## src/common/loong_id_pkg.sv

```systemverilog
package loong_id_pkg;

    typedef logic [31:0] word_t;
    typedef logic [4:0]  reg_addr_t;
    typedef logic [13:0] csr_addr_t;
    typedef logic [7:0]  aluop_t;
    typedef logic [2:0]  alusel_t;
    typedef logic [6:0]  exc_code_t;
    typedef logic [1:0]  plv_t;

    localparam aluop_t ALU_NOP     = 8'h00;
    localparam aluop_t ALU_ADD     = 8'h01;
    localparam aluop_t ALU_SUB     = 8'h02;
    localparam aluop_t ALU_SLT     = 8'h03;
    localparam aluop_t ALU_AND     = 8'h04;
    localparam aluop_t ALU_OR      = 8'h05;
    localparam aluop_t ALU_XOR     = 8'h06;
    localparam aluop_t ALU_LD_W    = 8'h10;
    localparam aluop_t ALU_ST_W    = 8'h11;
    localparam aluop_t ALU_LL_W    = 8'h12;
    localparam aluop_t ALU_SC_W    = 8'h13;
    localparam aluop_t ALU_CSRRD   = 8'h20;
    localparam aluop_t ALU_CSRWR   = 8'h21;
    localparam aluop_t ALU_CSRXCHG = 8'h22;

    localparam alusel_t SEL_NOP   = 3'd0;
    localparam alusel_t SEL_ARITH = 3'd1;
    localparam alusel_t SEL_LOGIC = 3'd2;
    localparam alusel_t SEL_MEM   = 3'd3; // loads, stores, ll/sc
    localparam alusel_t SEL_CSR   = 3'd4;

    localparam exc_code_t EXC_NONE = 7'h00;
    localparam exc_code_t EXC_INE  = 7'h0D;
    localparam exc_code_t EXC_IPE  = 7'h0E;

    // 2ri14, bits 31..24
    localparam logic [7:0] OPC_LL_W = 8'h20;
    localparam logic [7:0] OPC_SC_W = 8'h21;
    localparam logic [7:0] OPC_CSR  = 8'h04;

    localparam reg_addr_t CSR_RJ_RD = 5'd0; // csrrd
    localparam reg_addr_t CSR_RJ_WR = 5'd1; // csrwr, others xchg

    // 3r, bits 31..15
    localparam logic [16:0] OPC_ADD_W = 17'h00020;
    localparam logic [16:0] OPC_SUB_W = 17'h00022;
    localparam logic [16:0] OPC_SLT   = 17'h00024;
    localparam logic [16:0] OPC_AND   = 17'h00029;
    localparam logic [16:0] OPC_OR    = 17'h0002A;
    localparam logic [16:0] OPC_XOR   = 17'h0002B;

    // 2ri12, bits 31..22
    localparam logic [9:0] OPC_ADDI_W = 10'h00A;
    localparam logic [9:0] OPC_ANDI   = 10'h00D;
    localparam logic [9:0] OPC_ORI    = 10'h00E;
    localparam logic [9:0] OPC_LD_W   = 10'h0A2;
    localparam logic [9:0] OPC_ST_W   = 10'h0A6;

    localparam csr_addr_t CSR_LLBCTL = 14'h060;

    typedef enum logic [1:0] {
        ST_IDLE,
        ST_IN_ACK,
        ST_OUT_REQ,
        ST_OUT_DONE
    } id_state_e;

endpackage

```

## src/common/decode_if.sv

```systemverilog
`timescale 1ns/1ps

interface decode_if;
    logic                    inst_valid;
    logic                    is_privilege;
    logic                    reg_write_en;
    loong_id_pkg::reg_addr_t reg_write_addr;
    logic                    reg1_read_en;
    loong_id_pkg::reg_addr_t reg1_read_addr;
    logic                    reg2_read_en;
    loong_id_pkg::reg_addr_t reg2_read_addr;
    loong_id_pkg::aluop_t    aluop;
    loong_id_pkg::alusel_t   alusel;
    loong_id_pkg::word_t     imm;
    logic                    csr_read_en;
    logic                    csr_write_en;
    loong_id_pkg::csr_addr_t csr_addr;

    modport producer (
        output inst_valid, is_privilege, reg_write_en, reg_write_addr,
               reg1_read_en, reg1_read_addr, reg2_read_en, reg2_read_addr,
               aluop, alusel, imm, csr_read_en, csr_write_en, csr_addr
    );

    modport consumer (
        input  inst_valid, is_privilege, reg_write_en, reg_write_addr,
               reg1_read_en, reg1_read_addr, reg2_read_en, reg2_read_addr,
               aluop, alusel, imm, csr_read_en, csr_write_en, csr_addr
    );
endinterface

```

## src/hw/decoder/id_2ri12.sv

```systemverilog
`timescale 1ns/1ps

module id_2ri12 (
    input  loong_id_pkg::word_t inst,
    decode_if.producer          dec
);
    logic                  hit;
    logic                  zext;  // ui12 for logic ops
    logic                  store;
    loong_id_pkg::aluop_t  aluop;
    loong_id_pkg::alusel_t alusel;

    always_comb begin
        hit    = 1'b1;
        zext   = 1'b0;
        store  = 1'b0;
        aluop  = loong_id_pkg::ALU_NOP;
        alusel = loong_id_pkg::SEL_NOP;
        case (inst[31:22])
            loong_id_pkg::OPC_ADDI_W: begin
                aluop  = loong_id_pkg::ALU_ADD;
                alusel = loong_id_pkg::SEL_ARITH;
            end
            loong_id_pkg::OPC_ANDI: begin
                aluop  = loong_id_pkg::ALU_AND;
                alusel = loong_id_pkg::SEL_LOGIC;
                zext   = 1'b1;
            end
            loong_id_pkg::OPC_ORI: begin
                aluop  = loong_id_pkg::ALU_OR;
                alusel = loong_id_pkg::SEL_LOGIC;
                zext   = 1'b1;
            end
            loong_id_pkg::OPC_LD_W: begin
                aluop  = loong_id_pkg::ALU_LD_W;
                alusel = loong_id_pkg::SEL_MEM;
            end
            loong_id_pkg::OPC_ST_W: begin
                aluop  = loong_id_pkg::ALU_ST_W;
                alusel = loong_id_pkg::SEL_MEM;
                store  = 1'b1;
            end
            default: hit = 1'b0;
        endcase
    end

    assign dec.inst_valid     = hit;
    assign dec.is_privilege   = 1'b0;
    assign dec.reg_write_en   = hit && !store;
    assign dec.reg_write_addr = (hit && !store) ? inst[4:0] : '0;
    assign dec.reg1_read_en   = hit;
    assign dec.reg1_read_addr = hit ? inst[9:5] : '0;
    assign dec.reg2_read_en   = store;
    assign dec.reg2_read_addr = store ? inst[4:0] : '0; // store data in rd
    assign dec.aluop          = aluop;
    assign dec.alusel         = alusel;
    assign dec.imm            = !hit ? '0 :
                                zext ? {20'b0, inst[21:10]} : {{20{inst[21]}}, inst[21:10]};
    assign dec.csr_read_en    = 1'b0;
    assign dec.csr_write_en   = 1'b0;
    assign dec.csr_addr       = '0;

    // the merge in id_decoder relies on an all-zero record when unclaimed
    always_comb begin
        assert final (dec.inst_valid || !(dec.reg_write_en || dec.reg1_read_en
                      || dec.reg2_read_en || (|dec.imm) || (|dec.aluop) || (|dec.alusel)))
            else $error("unclaimed word leaves a nonzero record");
    end

endmodule

```

## src/hw/decoder/id_2ri14.sv

```systemverilog
`timescale 1ns/1ps

module id_2ri14 (
    input  loong_id_pkg::word_t inst,
    decode_if.producer          dec
);
    logic [7:0]              opcode;
    loong_id_pkg::reg_addr_t rj;
    loong_id_pkg::reg_addr_t rd;
    logic [13:0]             field14;
    loong_id_pkg::word_t     offset;

    assign opcode  = inst[31:24];
    assign rj      = inst[9:5];
    assign rd      = inst[4:0];
    assign field14 = inst[23:10];                       // si14 or csr number
    assign offset  = {{16{field14[13]}}, field14, 2'b00}; // si14 << 2

    always_comb begin
        dec.inst_valid     = 1'b0;
        dec.is_privilege   = 1'b0;
        dec.reg_write_en   = 1'b0;
        dec.reg_write_addr = '0;
        dec.reg1_read_en   = 1'b0;
        dec.reg1_read_addr = '0;
        dec.reg2_read_en   = 1'b0;
        dec.reg2_read_addr = '0;
        dec.aluop          = loong_id_pkg::ALU_NOP;
        dec.alusel         = loong_id_pkg::SEL_NOP;
        dec.imm            = '0;
        dec.csr_read_en    = 1'b0;
        dec.csr_write_en   = 1'b0;
        dec.csr_addr       = '0;
        case (opcode)
            loong_id_pkg::OPC_LL_W, loong_id_pkg::OPC_SC_W: begin
                dec.inst_valid     = 1'b1;
                dec.reg_write_en   = 1'b1;
                dec.reg_write_addr = rd;
                dec.reg1_read_en   = 1'b1;
                dec.reg1_read_addr = rj;           // base
                dec.alusel         = loong_id_pkg::SEL_MEM;
                dec.imm            = offset;
                dec.csr_read_en    = 1'b1;
                dec.csr_addr       = loong_id_pkg::CSR_LLBCTL;
                dec.aluop          = loong_id_pkg::ALU_LL_W;
                if (opcode == loong_id_pkg::OPC_SC_W) begin
                    dec.aluop          = loong_id_pkg::ALU_SC_W;
                    dec.reg2_read_en   = 1'b1;
                    dec.reg2_read_addr = rd;       // store data
                end
            end
            loong_id_pkg::OPC_CSR: begin
                dec.inst_valid     = 1'b1;
                dec.is_privilege   = 1'b1;
                dec.reg_write_en   = 1'b1;
                dec.reg_write_addr = rd;
                dec.alusel         = loong_id_pkg::SEL_CSR;
                dec.csr_read_en    = 1'b1;
                dec.csr_addr       = field14;
                case (rj)
                    loong_id_pkg::CSR_RJ_RD: dec.aluop = loong_id_pkg::ALU_CSRRD;
                    loong_id_pkg::CSR_RJ_WR: begin
                        dec.aluop          = loong_id_pkg::ALU_CSRWR;
                        dec.reg1_read_en   = 1'b1;
                        dec.reg1_read_addr = rd;
                        dec.csr_write_en   = 1'b1;
                    end
                    default: begin
                        dec.aluop          = loong_id_pkg::ALU_CSRXCHG;
                        dec.reg1_read_en   = 1'b1;
                        dec.reg1_read_addr = rd;
                        dec.reg2_read_en   = 1'b1;
                        dec.reg2_read_addr = rj;   // write mask
                        dec.csr_write_en   = 1'b1;
                    end
                endcase
            end
            default: ;
        endcase
    end

    always_comb begin
        assert final (!dec.csr_write_en || dec.csr_read_en)
            else $error("csr write without csr read");
    end

endmodule

```

## src/hw/decoder/id_3r.sv

```systemverilog
`timescale 1ns/1ps

module id_3r (
    input  loong_id_pkg::word_t inst,
    decode_if.producer          dec
);
    logic                  hit;
    loong_id_pkg::aluop_t  aluop;
    loong_id_pkg::alusel_t alusel;

    always_comb begin
        hit    = 1'b1;
        aluop  = loong_id_pkg::ALU_NOP;
        alusel = loong_id_pkg::SEL_NOP;
        case (inst[31:15])
            loong_id_pkg::OPC_ADD_W: begin
                aluop  = loong_id_pkg::ALU_ADD;
                alusel = loong_id_pkg::SEL_ARITH;
            end
            loong_id_pkg::OPC_SUB_W: begin
                aluop  = loong_id_pkg::ALU_SUB;
                alusel = loong_id_pkg::SEL_ARITH;
            end
            loong_id_pkg::OPC_SLT: begin
                aluop  = loong_id_pkg::ALU_SLT;
                alusel = loong_id_pkg::SEL_ARITH;
            end
            loong_id_pkg::OPC_AND: begin
                aluop  = loong_id_pkg::ALU_AND;
                alusel = loong_id_pkg::SEL_LOGIC;
            end
            loong_id_pkg::OPC_OR: begin
                aluop  = loong_id_pkg::ALU_OR;
                alusel = loong_id_pkg::SEL_LOGIC;
            end
            loong_id_pkg::OPC_XOR: begin
                aluop  = loong_id_pkg::ALU_XOR;
                alusel = loong_id_pkg::SEL_LOGIC;
            end
            default: hit = 1'b0;
        endcase
    end

    assign dec.inst_valid     = hit;
    assign dec.is_privilege   = 1'b0;
    assign dec.reg_write_en   = hit;
    assign dec.reg_write_addr = hit ? inst[4:0] : '0;   // rd
    assign dec.reg1_read_en   = hit;
    assign dec.reg1_read_addr = hit ? inst[9:5] : '0;   // rj
    assign dec.reg2_read_en   = hit;
    assign dec.reg2_read_addr = hit ? inst[14:10] : '0; // rk
    assign dec.aluop          = aluop;
    assign dec.alusel         = alusel;
    assign dec.imm            = '0;
    assign dec.csr_read_en    = 1'b0;
    assign dec.csr_write_en   = 1'b0;
    assign dec.csr_addr       = '0;

endmodule

```

## src/hw/decoder/id_decoder.sv

```systemverilog
`timescale 1ns/1ps

module id_decoder (
    input  loong_id_pkg::word_t     inst,
    input  loong_id_pkg::plv_t      plv,
    decode_if.producer              rec,
    output logic                    exc_valid,
    output loong_id_pkg::exc_code_t exc_code
);
    decode_if d14 ();
    decode_if d3r ();
    decode_if d12 ();

    logic ine;
    logic ipe;

    id_2ri14 u_2ri14 (.inst(inst), .dec(d14));
    id_3r    u_3r    (.inst(inst), .dec(d3r));
    id_2ri12 u_2ri12 (.inst(inst), .dec(d12));

    // unclaiming decoders drive all zeros, so or-ing selects the claimer
    assign rec.inst_valid     = d14.inst_valid | d3r.inst_valid | d12.inst_valid;
    assign rec.is_privilege   = d14.is_privilege | d3r.is_privilege | d12.is_privilege;
    assign rec.reg_write_addr = d14.reg_write_addr | d3r.reg_write_addr | d12.reg_write_addr;
    assign rec.reg1_read_en   = d14.reg1_read_en | d3r.reg1_read_en | d12.reg1_read_en;
    assign rec.reg1_read_addr = d14.reg1_read_addr | d3r.reg1_read_addr | d12.reg1_read_addr;
    assign rec.reg2_read_en   = d14.reg2_read_en | d3r.reg2_read_en | d12.reg2_read_en;
    assign rec.reg2_read_addr = d14.reg2_read_addr | d3r.reg2_read_addr | d12.reg2_read_addr;
    assign rec.aluop          = d14.aluop | d3r.aluop | d12.aluop;
    assign rec.alusel         = d14.alusel | d3r.alusel | d12.alusel;
    assign rec.imm            = d14.imm | d3r.imm | d12.imm;
    assign rec.csr_read_en    = d14.csr_read_en | d3r.csr_read_en | d12.csr_read_en;
    assign rec.csr_addr       = d14.csr_addr | d3r.csr_addr | d12.csr_addr;

    assign ine = !rec.inst_valid;
    assign ipe = rec.is_privilege && (plv != 2'd0); // csr ops need plv0

    // no architectural writes under an exception
    assign rec.reg_write_en = (d14.reg_write_en | d3r.reg_write_en | d12.reg_write_en)
                              && !exc_valid;
    assign rec.csr_write_en = (d14.csr_write_en | d3r.csr_write_en | d12.csr_write_en)
                              && !exc_valid;

    assign exc_valid = ine | ipe;
    assign exc_code  = ine ? loong_id_pkg::EXC_INE :
                       ipe ? loong_id_pkg::EXC_IPE : loong_id_pkg::EXC_NONE;

    always_comb begin
        assert final ($countones({d14.inst_valid, d3r.inst_valid, d12.inst_valid}) <= 1)
            else $error("more than one format decoder claims 0x%08h", inst);
    end

endmodule

```

## src/hw/id_stage.sv

```systemverilog
`timescale 1ns/1ps

module id_stage (
    input  logic                    clk,
    input  logic                    arst_n,
    input  logic                    in_req,
    output logic                    in_ack,
    input  loong_id_pkg::word_t     in_pc,
    input  loong_id_pkg::word_t     in_inst,
    input  loong_id_pkg::plv_t      plv,
    output logic                    out_req,
    input  logic                    out_ack,
    output loong_id_pkg::word_t     out_pc,
    output loong_id_pkg::word_t     out_inst,
    output logic                    out_exc_valid,
    output loong_id_pkg::exc_code_t out_exc_code,
    output logic                    out_reg_write_en,
    output loong_id_pkg::reg_addr_t out_reg_write_addr,
    output logic                    out_reg1_read_en,
    output loong_id_pkg::reg_addr_t out_reg1_read_addr,
    output logic                    out_reg2_read_en,
    output loong_id_pkg::reg_addr_t out_reg2_read_addr,
    output loong_id_pkg::aluop_t    out_aluop,
    output loong_id_pkg::alusel_t   out_alusel,
    output loong_id_pkg::word_t     out_imm,
    output logic                    out_csr_read_en,
    output logic                    out_csr_write_en,
    output loong_id_pkg::csr_addr_t out_csr_addr
);
    loong_id_pkg::id_state_e state;
    loong_id_pkg::word_t     pc_q;
    loong_id_pkg::word_t     inst_q;
    loong_id_pkg::plv_t      plv_q;
    logic                    dec_exc_valid;
    loong_id_pkg::exc_code_t dec_exc_code;
    logic                    capture;
    logic                    launch;

    decode_if rec ();

    id_decoder u_dec (
        .inst(inst_q), .plv(plv_q), .rec(rec),
        .exc_valid(dec_exc_valid), .exc_code(dec_exc_code)
    );

    assign capture  = (state == loong_id_pkg::ST_IDLE) && in_req;
    assign launch   = (state == loong_id_pkg::ST_IN_ACK) && !in_req; // sender let go
    assign out_pc   = pc_q;   // held until the next capture
    assign out_inst = inst_q;

    always_ff @(posedge clk or negedge arst_n) begin
        if (!arst_n) begin
            state   <= loong_id_pkg::ST_IDLE;
            in_ack  <= 1'b0;
            out_req <= 1'b0;
        end else begin
            case (state)
                loong_id_pkg::ST_IDLE: if (in_req) begin
                    in_ack <= 1'b1;
                    state  <= loong_id_pkg::ST_IN_ACK;
                end
                loong_id_pkg::ST_IN_ACK: if (!in_req) begin
                    in_ack  <= 1'b0;
                    out_req <= 1'b1;
                    state   <= loong_id_pkg::ST_OUT_REQ;
                end
                loong_id_pkg::ST_OUT_REQ: if (out_ack) begin
                    out_req <= 1'b0;
                    state   <= loong_id_pkg::ST_OUT_DONE;
                end
                default: if (!out_ack) state <= loong_id_pkg::ST_IDLE;
            endcase
        end
    end

    always_ff @(posedge clk) begin
        if (capture) begin
            pc_q   <= in_pc;
            inst_q <= in_inst;
            plv_q  <= plv;
        end
        if (launch) begin
            out_exc_valid      <= dec_exc_valid;
            out_exc_code       <= dec_exc_code;
            out_reg_write_en   <= rec.reg_write_en;
            out_reg_write_addr <= rec.reg_write_addr;
            out_reg1_read_en   <= rec.reg1_read_en;
            out_reg1_read_addr <= rec.reg1_read_addr;
            out_reg2_read_en   <= rec.reg2_read_en;
            out_reg2_read_addr <= rec.reg2_read_addr;
            out_aluop          <= rec.aluop;
            out_alusel         <= rec.alusel;
            out_imm            <= rec.imm;
            out_csr_read_en    <= rec.csr_read_en;
            out_csr_write_en   <= rec.csr_write_en;
            out_csr_addr       <= rec.csr_addr;
        end
    end

    a_no_overlap: assert property (@(posedge clk) disable iff (!arst_n)
        !(in_ack && out_req));

    a_out_stable: assert property (@(posedge clk) disable iff (!arst_n)
        (state inside {loong_id_pkg::ST_OUT_REQ, loong_id_pkg::ST_OUT_DONE}) |=>
        $stable({out_pc, out_inst, out_exc_valid, out_exc_code, out_reg_write_en,
                 out_reg_write_addr, out_reg1_read_en, out_reg1_read_addr,
                 out_reg2_read_en, out_reg2_read_addr, out_aluop, out_alusel,
                 out_imm, out_csr_read_en, out_csr_write_en, out_csr_addr}));

endmodule

```

## config.mk

```make
export PLATFORM = sky130hd
export DESIGN_NAME = id_stage
export DESIGN_NICKNAME = d
export VERILOG_FILES = /design/src/common/loong_id_pkg.sv /design/src/common/decode_if.sv /design/src/hw/decoder/id_2ri12.sv /design/src/hw/decoder/id_2ri14.sv /design/src/hw/decoder/id_3r.sv /design/src/hw/decoder/id_decoder.sv /design/src/hw/id_stage.sv
export SDC_FILE = /design/constraint.sdc
export NUM_CORES = 1
export LEC_CHECK = 0
export BUFFER_PORTS_ARGS = -buffer_cell sky130_fd_sc_hd__buf_2
export CORE_ASPECT_RATIO = 0.7
export CORE_MARGIN = 10
export CORE_UTILIZATION = 49
export CTS_BUF_LIST = sky130_fd_sc_hd__clkbuf_4
export DETAILED_ROUTE_END_ITERATION = 10
export GPL_TIMING_DRIVEN = 1
export HOLD_SLACK_MARGIN = 0.15
export PLACE_DENSITY = 0.82
export SLEW_MARGIN = 30
export SYNTH_ARGS = -nofsm -noshare
export SYNTH_HDL_FRONTEND = slang
export SYNTH_SLANG_ARGS = --single-unit
```

## constraint.sdc

```tcl
create_clock -name clk -period 5.3 [get_ports clk]
set_clock_uncertainty 0.1 [all_clocks]
set_input_delay 0.53 -clock clk [delete_from_list [all_inputs] [get_ports clk]]
set_output_delay 0.53 -clock clk [all_outputs]
set_load 0.05 [all_outputs]
```

# Word-level counts from Yosys, hierarchy flattened
# Cells that the tools add are included.
totals:
  latchBits: 0
  ram_bits: 0
  register_bits: 155
  memories: 0
  word_cells: 135
  output_inout_bits: 151
  mem_bits_ro: 0
op_classes:
  magnitude_cmp: 0
  reduce_logical: 27
  div: 0
  add_sub_neg: 0
  shifts: 0
  eq_ne: 21
  n_bitwise: 19
  mul: 0
  muxes: 48
ops:
  columns: ["cell", "n"]
  rows:
  - ["== test 17 x 6 -> 1 bit, second input constant", 6]
  - ["two-way mux 32 bit", 3]
  - ["two-way mux 5 bit", 10]
  - ["OR 32 bit", 1]
  - ["== test 10 x 4 -> 1 bit, second input constant", 3]
  - ["OR 5 bit", 6]
  - ["one-hot mux 14 bit (2 select lines)", 1]
  - ["one-hot mux 5 bit (5 select lines)", 1]
  - ["== test 10 x 8 -> 1 bit, second input constant", 2]
  - ["one-hot mux 5 bit (2 select lines)", 2]
  - ["one-hot mux 3 bit (6 select lines)", 1]
  - ["== test 8 x 6 -> 1 bit, second input constant", 2]
  - ["two-way mux 1 bit", 15]
  - ["one-hot mux 2 bit (3 select lines)", 2]
  - ["one-hot mux 6 bit (2 select lines)", 1]
  - ["OR reduction 3 bit", 3]
  - ["== test 8 x 3 -> 1 bit, second input constant", 1]
  - ["two-way mux 2 bit", 4]
  - ["OR 1 bit", 8]
  - ["OR 8 x 5 -> 8 bit", 1]
  - ["one-hot mux 1 bit (2 select lines)", 4]
  - ["one-hot mux 2 bit (2 select lines)", 2]
  - ["OR reduction 2 bit", 4]
  - ["logical AND 1 bit", 6]
  - ["17 further kinds", 26]

# Depth between registers and ports, before layout
depth:
  ltp_word: 9
  ltp_mapped: 6

# By module
# Synthesis repeated with hierarchy kept, for this count alone.
unflattened:
  hier_cells: 590
  hier_area_um2: 7666.1
by_module_without_submodules:
  columns: ["module", "area_each_um2", "cells_per_inst", "n_inst"]
  rows:
  - ["id_stage", 4844.6, 184, 1]
  - ["id_3r", 775.7, 98, 1]
  - ["id_2ri12", 769.5, 123, 1]
  - ["id_2ri14", 689.4, 92, 1]
  - ["id_decoder", 586.8, 93, 1]

# Least setup slack after synthesis
# Ideal clock, no wire load.
synth_timing:
  kind: "reg-to-reg"
  startpoint: "register state[1]"
  endpoint: "register out_aluop[0], enable pin"
  required_ns: 4.717
  period_less_slack_ns: 3.846
  slack_ns: 1.454
  stages_incl_launch_ff: 5
  t_arrival_ns: 3.263
  setup_ns: 0.483
  cell_sequence: "dfrtp_1 inv_1 ha_1 inv_1 nor2_1"
synth_between:
  elab_chain_len: 2
synth_lines:
  columns: ["item", "line_no", "rtl"]
  rows:
  - ["from (decl)", "id_stage.sv:30", "loong_id_pkg::id_state_e state;"]
  - ["from (signal assigned)", "id_stage.sv:53", "state <= loong_id_pkg::ST_IDLE;"]
  - ["from (signal assigned)", "id_stage.sv:60", "state <= loong_id_pkg::ST_IN_ACK;"]
  - ["from (signal assigned)", "id_stage.sv:65", "state <= loong_id_pkg::ST_OUT_REQ;"]
  - ["== test 2 x 1 -> 1 bit", "id_stage.sv:47", "assign launch = (state == loong_id_pkg::ST_IN_ACK) && !in_req;"]
  - ["logical AND 1 bit", "id_stage.sv:47", null]
  - ["net launch", "id_stage.sv:37", "logic launch;"]
  - ["to (signal assigned)", "id_stage.sv:91", "out_aluop <= rec.aluop;"]
  - ["to (decl)", "id_stage.sv:23", "output loong_id_pkg::aluop_t out_aluop,"]
# The timed path passes the listed nets, and every way through them passes these cells.
# A chain may end at the register's enable or synchronous reset.

# Final worst setup path
layout_timing:
  startpoint: "register inst_q[24] (netlist: out_inst[24])"
  endpoint: "register out_reg_write_en, data pin"
layout_between:
  elab_chain_len: 9
  elab_cells_between_ends: 32
layout_lines:
  columns: ["item", "line_no", "rtl"]
  rows:
  - ["from (decl)", "id_stage.sv:32", "loong_id_pkg::word_t inst_q;"]
  - ["from (signal assigned)", "id_stage.sv:79", "inst_q <= in_inst;"]
  - ["== test 17 x 6 -> 1 bit (tied with other cells)", "id_3r.sv:15", "case (inst[31:15])"]
  - ["OR reduction 6 bit (no source line) or OR reduction 3 bit (tied branches)", null, null]
  - ["two-way mux 1 bit, on equally long branches", "id_3r.sv:15, id_2ri14.sv:34", null]
  - ["OR 1 bit", "id_decoder.sv:22, id_decoder.sv:39", null]
  - ["OR 1 bit", "id_decoder.sv:22", "assign rec.inst_valid = d14.inst_valid | d3r.inst_valid | d12.inst_valid;"]
  - ["zero test 1 bit", "id_decoder.sv:35", "assign ine = !rec.inst_valid;"]
  - ["OR 1 bit", "id_decoder.sv:44", "assign exc_valid = ine | ipe;"]
  - ["zero test 1 bit", "id_decoder.sv:40", "&& !exc_valid;"]
  - ["logical AND 1 bit (*)", "id_decoder.sv:40", null]
  - ["net rec.reg_write_en", "decode_if.sv:6", "logic reg_write_en;"]
  - ["to (signal assigned)", "id_stage.sv:85", "out_reg_write_en <= rec.reg_write_en;"]
  - ["to (decl)", "id_stage.sv:17", "output logic out_reg_write_en,"]
# Mark *: on every way through the listed nets, which the timed path passes. The rest lies on a longest branch.

==> impl_metrics.tcl <==
set metrics [dict create \
    worst_ir_drop_vdd_mv 0.258 \
    leakage_nw 2.96 \
    antenna_found_initial 0 \
    pwr_density_cell_nw_per_um2 478 \
    first_pass_iters 4 \
    post-dp-hpwl_um 10500 \
    synth.distinct_cells 53 \
    period_share_pct 53.6 \
    rsz0062_at_grt "no" \
    cts_buffer_depth 2 \
    clkSinkCount 131 \
    utilization_pct 70.2 \
    dp_slack_ps 2480 \
    layout_commonest_cell "buf_2" \
    p_int_mw 2.04 \
    crit_required_ps 5420 \
    postRouteAntennaNets 0 \
    crit_fanout 23 \
    drive_above_1_share_pct 42.2 \
    grt_pass1_vias 3872 \
    areaGrowthSynthToFinish_pct 39.8 \
    ys_seq_area_share_pct 75.6 \
    netlist_area_um2 5180 \
    syn_inst 319 \
    routedWlPerCell_um 21.2 \
    cts_setup_buffers 0 \
    grtUsageTotal_pct 20.2 \
    die_w_um 143 \
    post-route-drc-count 0 \
    period_needed_ps 2840 \
    cts_tree "built" \
    clk_latency_ps 520 \
    grt_pass1_wl_um 23100 \
    outcome "completed" \
    cts_htree_levels 4 \
    grt-ovfl-total 0 \
    hold_viol_final 0 \
    drv_cap 0 \
    final_cell_mix "214 x buf_2, 127 x edfxtp_1, 67 x dlygate4sd3_1" \
    drv_slew 0 \
    grt_start_max_net_pins 67 \
    holdCritPathClass "primary input to asynchronous set/reset pin" \
    pwr-share-clk_pct 23.0 \
    wirelength_um 15600 \
    worstSetupPathType "flop to flop" \
    cts-root-buf "clkbuf_4" \
    dr.first_iter.drc_count 230 \
    diodes 0 \
    num_io_pins 221 \
    synth_flop_cell "edfxtp_1" \
    dieArea_um2 15100 \
    port_buffers 214 \
    yosysWarningCount 0 \
    synth-seq-cells 131 \
    num_rows 31 \
    worst_slew_pin_slew_ps 889 \
    synth_area_per_cell_um2 16.2 \
    initial_core_util_pct 50.2 \
    crit_end "out_reg_write_en" \
    cp.arrival_ps 2970 \
    die_y_um 106 \
    path_clk_slew_ps 130 \
    startpoint "out_inst[24]" \
    netSwitchingPower_mw 1.42 \
    r2r-end "out_reg_write_en" \
    fmax_mhz 352 \
    worstRegToRegCells 5 \
    place_congestion 0.892 \
    ff2ff_setup_slack_ps 2460 \
    tns_ps 0 \
    nets 665 \
    setup_ws_ps 2460 \
    cts-buffers-inserted 17 \
    power_frac_comb_pct 33.9 \
    async_flop_share_pct 3.05 \
    worstReg2RegStart "out_inst[24]" \
    vias 3795 \
    synth_edf_count 127 \
    cp-end-kind "flop" \
    worst_setup_path_start_kind "flop" \
    slew_headroom_pct 40.8 \
    vias_per_cell 5.16 \
    setup_viol 0 \
    p_seq_share_pct 43.1 \
    power.share.switching_pct 41.1 \
    core_um2 10300 \
]
==> flip-flops by register name, summed over array words and instances (netlist names), 5 cells and up <==
name / cells
out_reg2_read_addr: 5
out_pc: 32
out_reg_write_addr: 5
out_reg1_read_addr: 5
out_csr_addr: 14
out_inst: 32
out_aluop: 5
out_imm: 16
==> cell type report <==
| class | instances | area (um^2) |
|---|---|---|
| Clock buffer | 18 | 135 |
| Clock inverter | 13 | 209 |
| Fill cell | 700 | 3080 |
| Inverter | 11 | 41.3 |
| Multi-Input combinational cell | 149 | 1030 |
| Sequential cell | 131 | 3910 |
| Tap cell | 132 | 165 |
| Timing Repair Buffer | 282 | 1750 |
==> worst min path at each step <==
stage	slack (ps)	cells past startpoint	start	end
after detailed placement	240	1	arst_n	in_ack
final	240	2	arst_n	in_ack
after global routing	180	4	out_ack	out_req
after CTS	180	4	out_ack	out_req
after floorplan	130	0	arst_n	in_ack
after global placement	240	1	arst_n	in_ack
==> synth_stat cells (all sizes together), types with 2 or more instances <==
cell type / instances / area share [%]
nand4: 2 / 0.24
dfrtp: 4 / 1.9
o21ai: 9 / 0.87
nor4: 5 / 1.0
nand2b: 4 / 0.53
a221o: 4 / 0.77
and2: 15 / 1.8
inv: 10 / 0.72
nor2b: 5 / 0.60
a21oi: 3 / 0.29
a22o: 15 / 2.5
and3: 6 / 0.72
a211o: 3 / 0.51
nor3: 5 / 0.48
nor3b: 2 / 0.29
o211ai: 3 / 0.43
a211oi: 2 / 0.29
a21boi: 5 / 0.72
o22ai: 2 / 0.24
a21o: 3 / 0.43
or3: 2 / 0.24
mux2i: 3 / 0.58
buf: 27 / 3.9
edfxtp: 127 / 74
o31ai: 2 / 0.29
ha: 3 / 0.72
nand2: 11 / 0.80
or4: 2 / 0.36
nor2: 12 / 0.87
clkbuf: 6 / 0.43
==> logic make-up (layout without fill, tap and decap cells) <==
group / after synthesis / in the layout / share of synthesized area [%]
other: 1 / 6 / 0.0724
XOR/XNOR: 1 / 1 / 0.169
adder cells (fa/ha/maj): 3 / 3 / 0.725
AO/OA/AOI/OAI: 58 / 58 / 8.60
multiplexers: 4 / 4 / 0.797
AND/OR/NAND/NOR: 77 / 77 / 8.94
flip-flops: 131 / 131 / 75.6
buffers and inverters: 44 / 324 / 5.12
==> stage by stage <==
stage	area [um^2]	instances	power (mW)	hold WS [ps]
after floorplan	5200	324	2.38	134
after global placement	6230	638	2.62	237
after detailed placement	6230	638	2.65	241
after CTS	7240	736	3.47	176
after global routing	7240	736	3.59	179
final	7240	736	3.46	237
==> repair_timing <==
item                                    in CTS  in global routing
hold endpoints to repair                    70                  0
endpoints found under the setup margin       0                  0
gates resized for setup                      0                  0
hold buffers                                67                  0
==> layer usage <==
layer / GRT usage (%) / part of all wire, % / vias to the layer above / wire (um)
met5: 0 / 0 / - / 0
met4: 8.00 / 0.81 / 0 / 127
met3: 9.78 / 12 / 12 / 1950
met2: 32.6 / 50 / 221 / 7760
met1: 22.8 / 37 / 1815 / 5770
li1: - / - / 1747 / -
==> worst max-delay path, cell delays in order (launching register included) <==
cell and delay, ps:
edfxtp_1 610, nor4_2 490, and3_1 760, o21ai_0 380, inv_1 170, a21oi_1 50
==> power groups by stage <==
stage                     Sequential [mW]  Clock (mW)  Combinational, mW
final                                1.49       0.798               1.17
after global routing                 1.51       0.854               1.22
after CTS                            1.49       0.804               1.18
after detailed placement             1.51           0               1.14
after global placement               1.50           0               1.12
after floorplan                      2.06           0              0.321
Power figures use the tool's default switching activity.
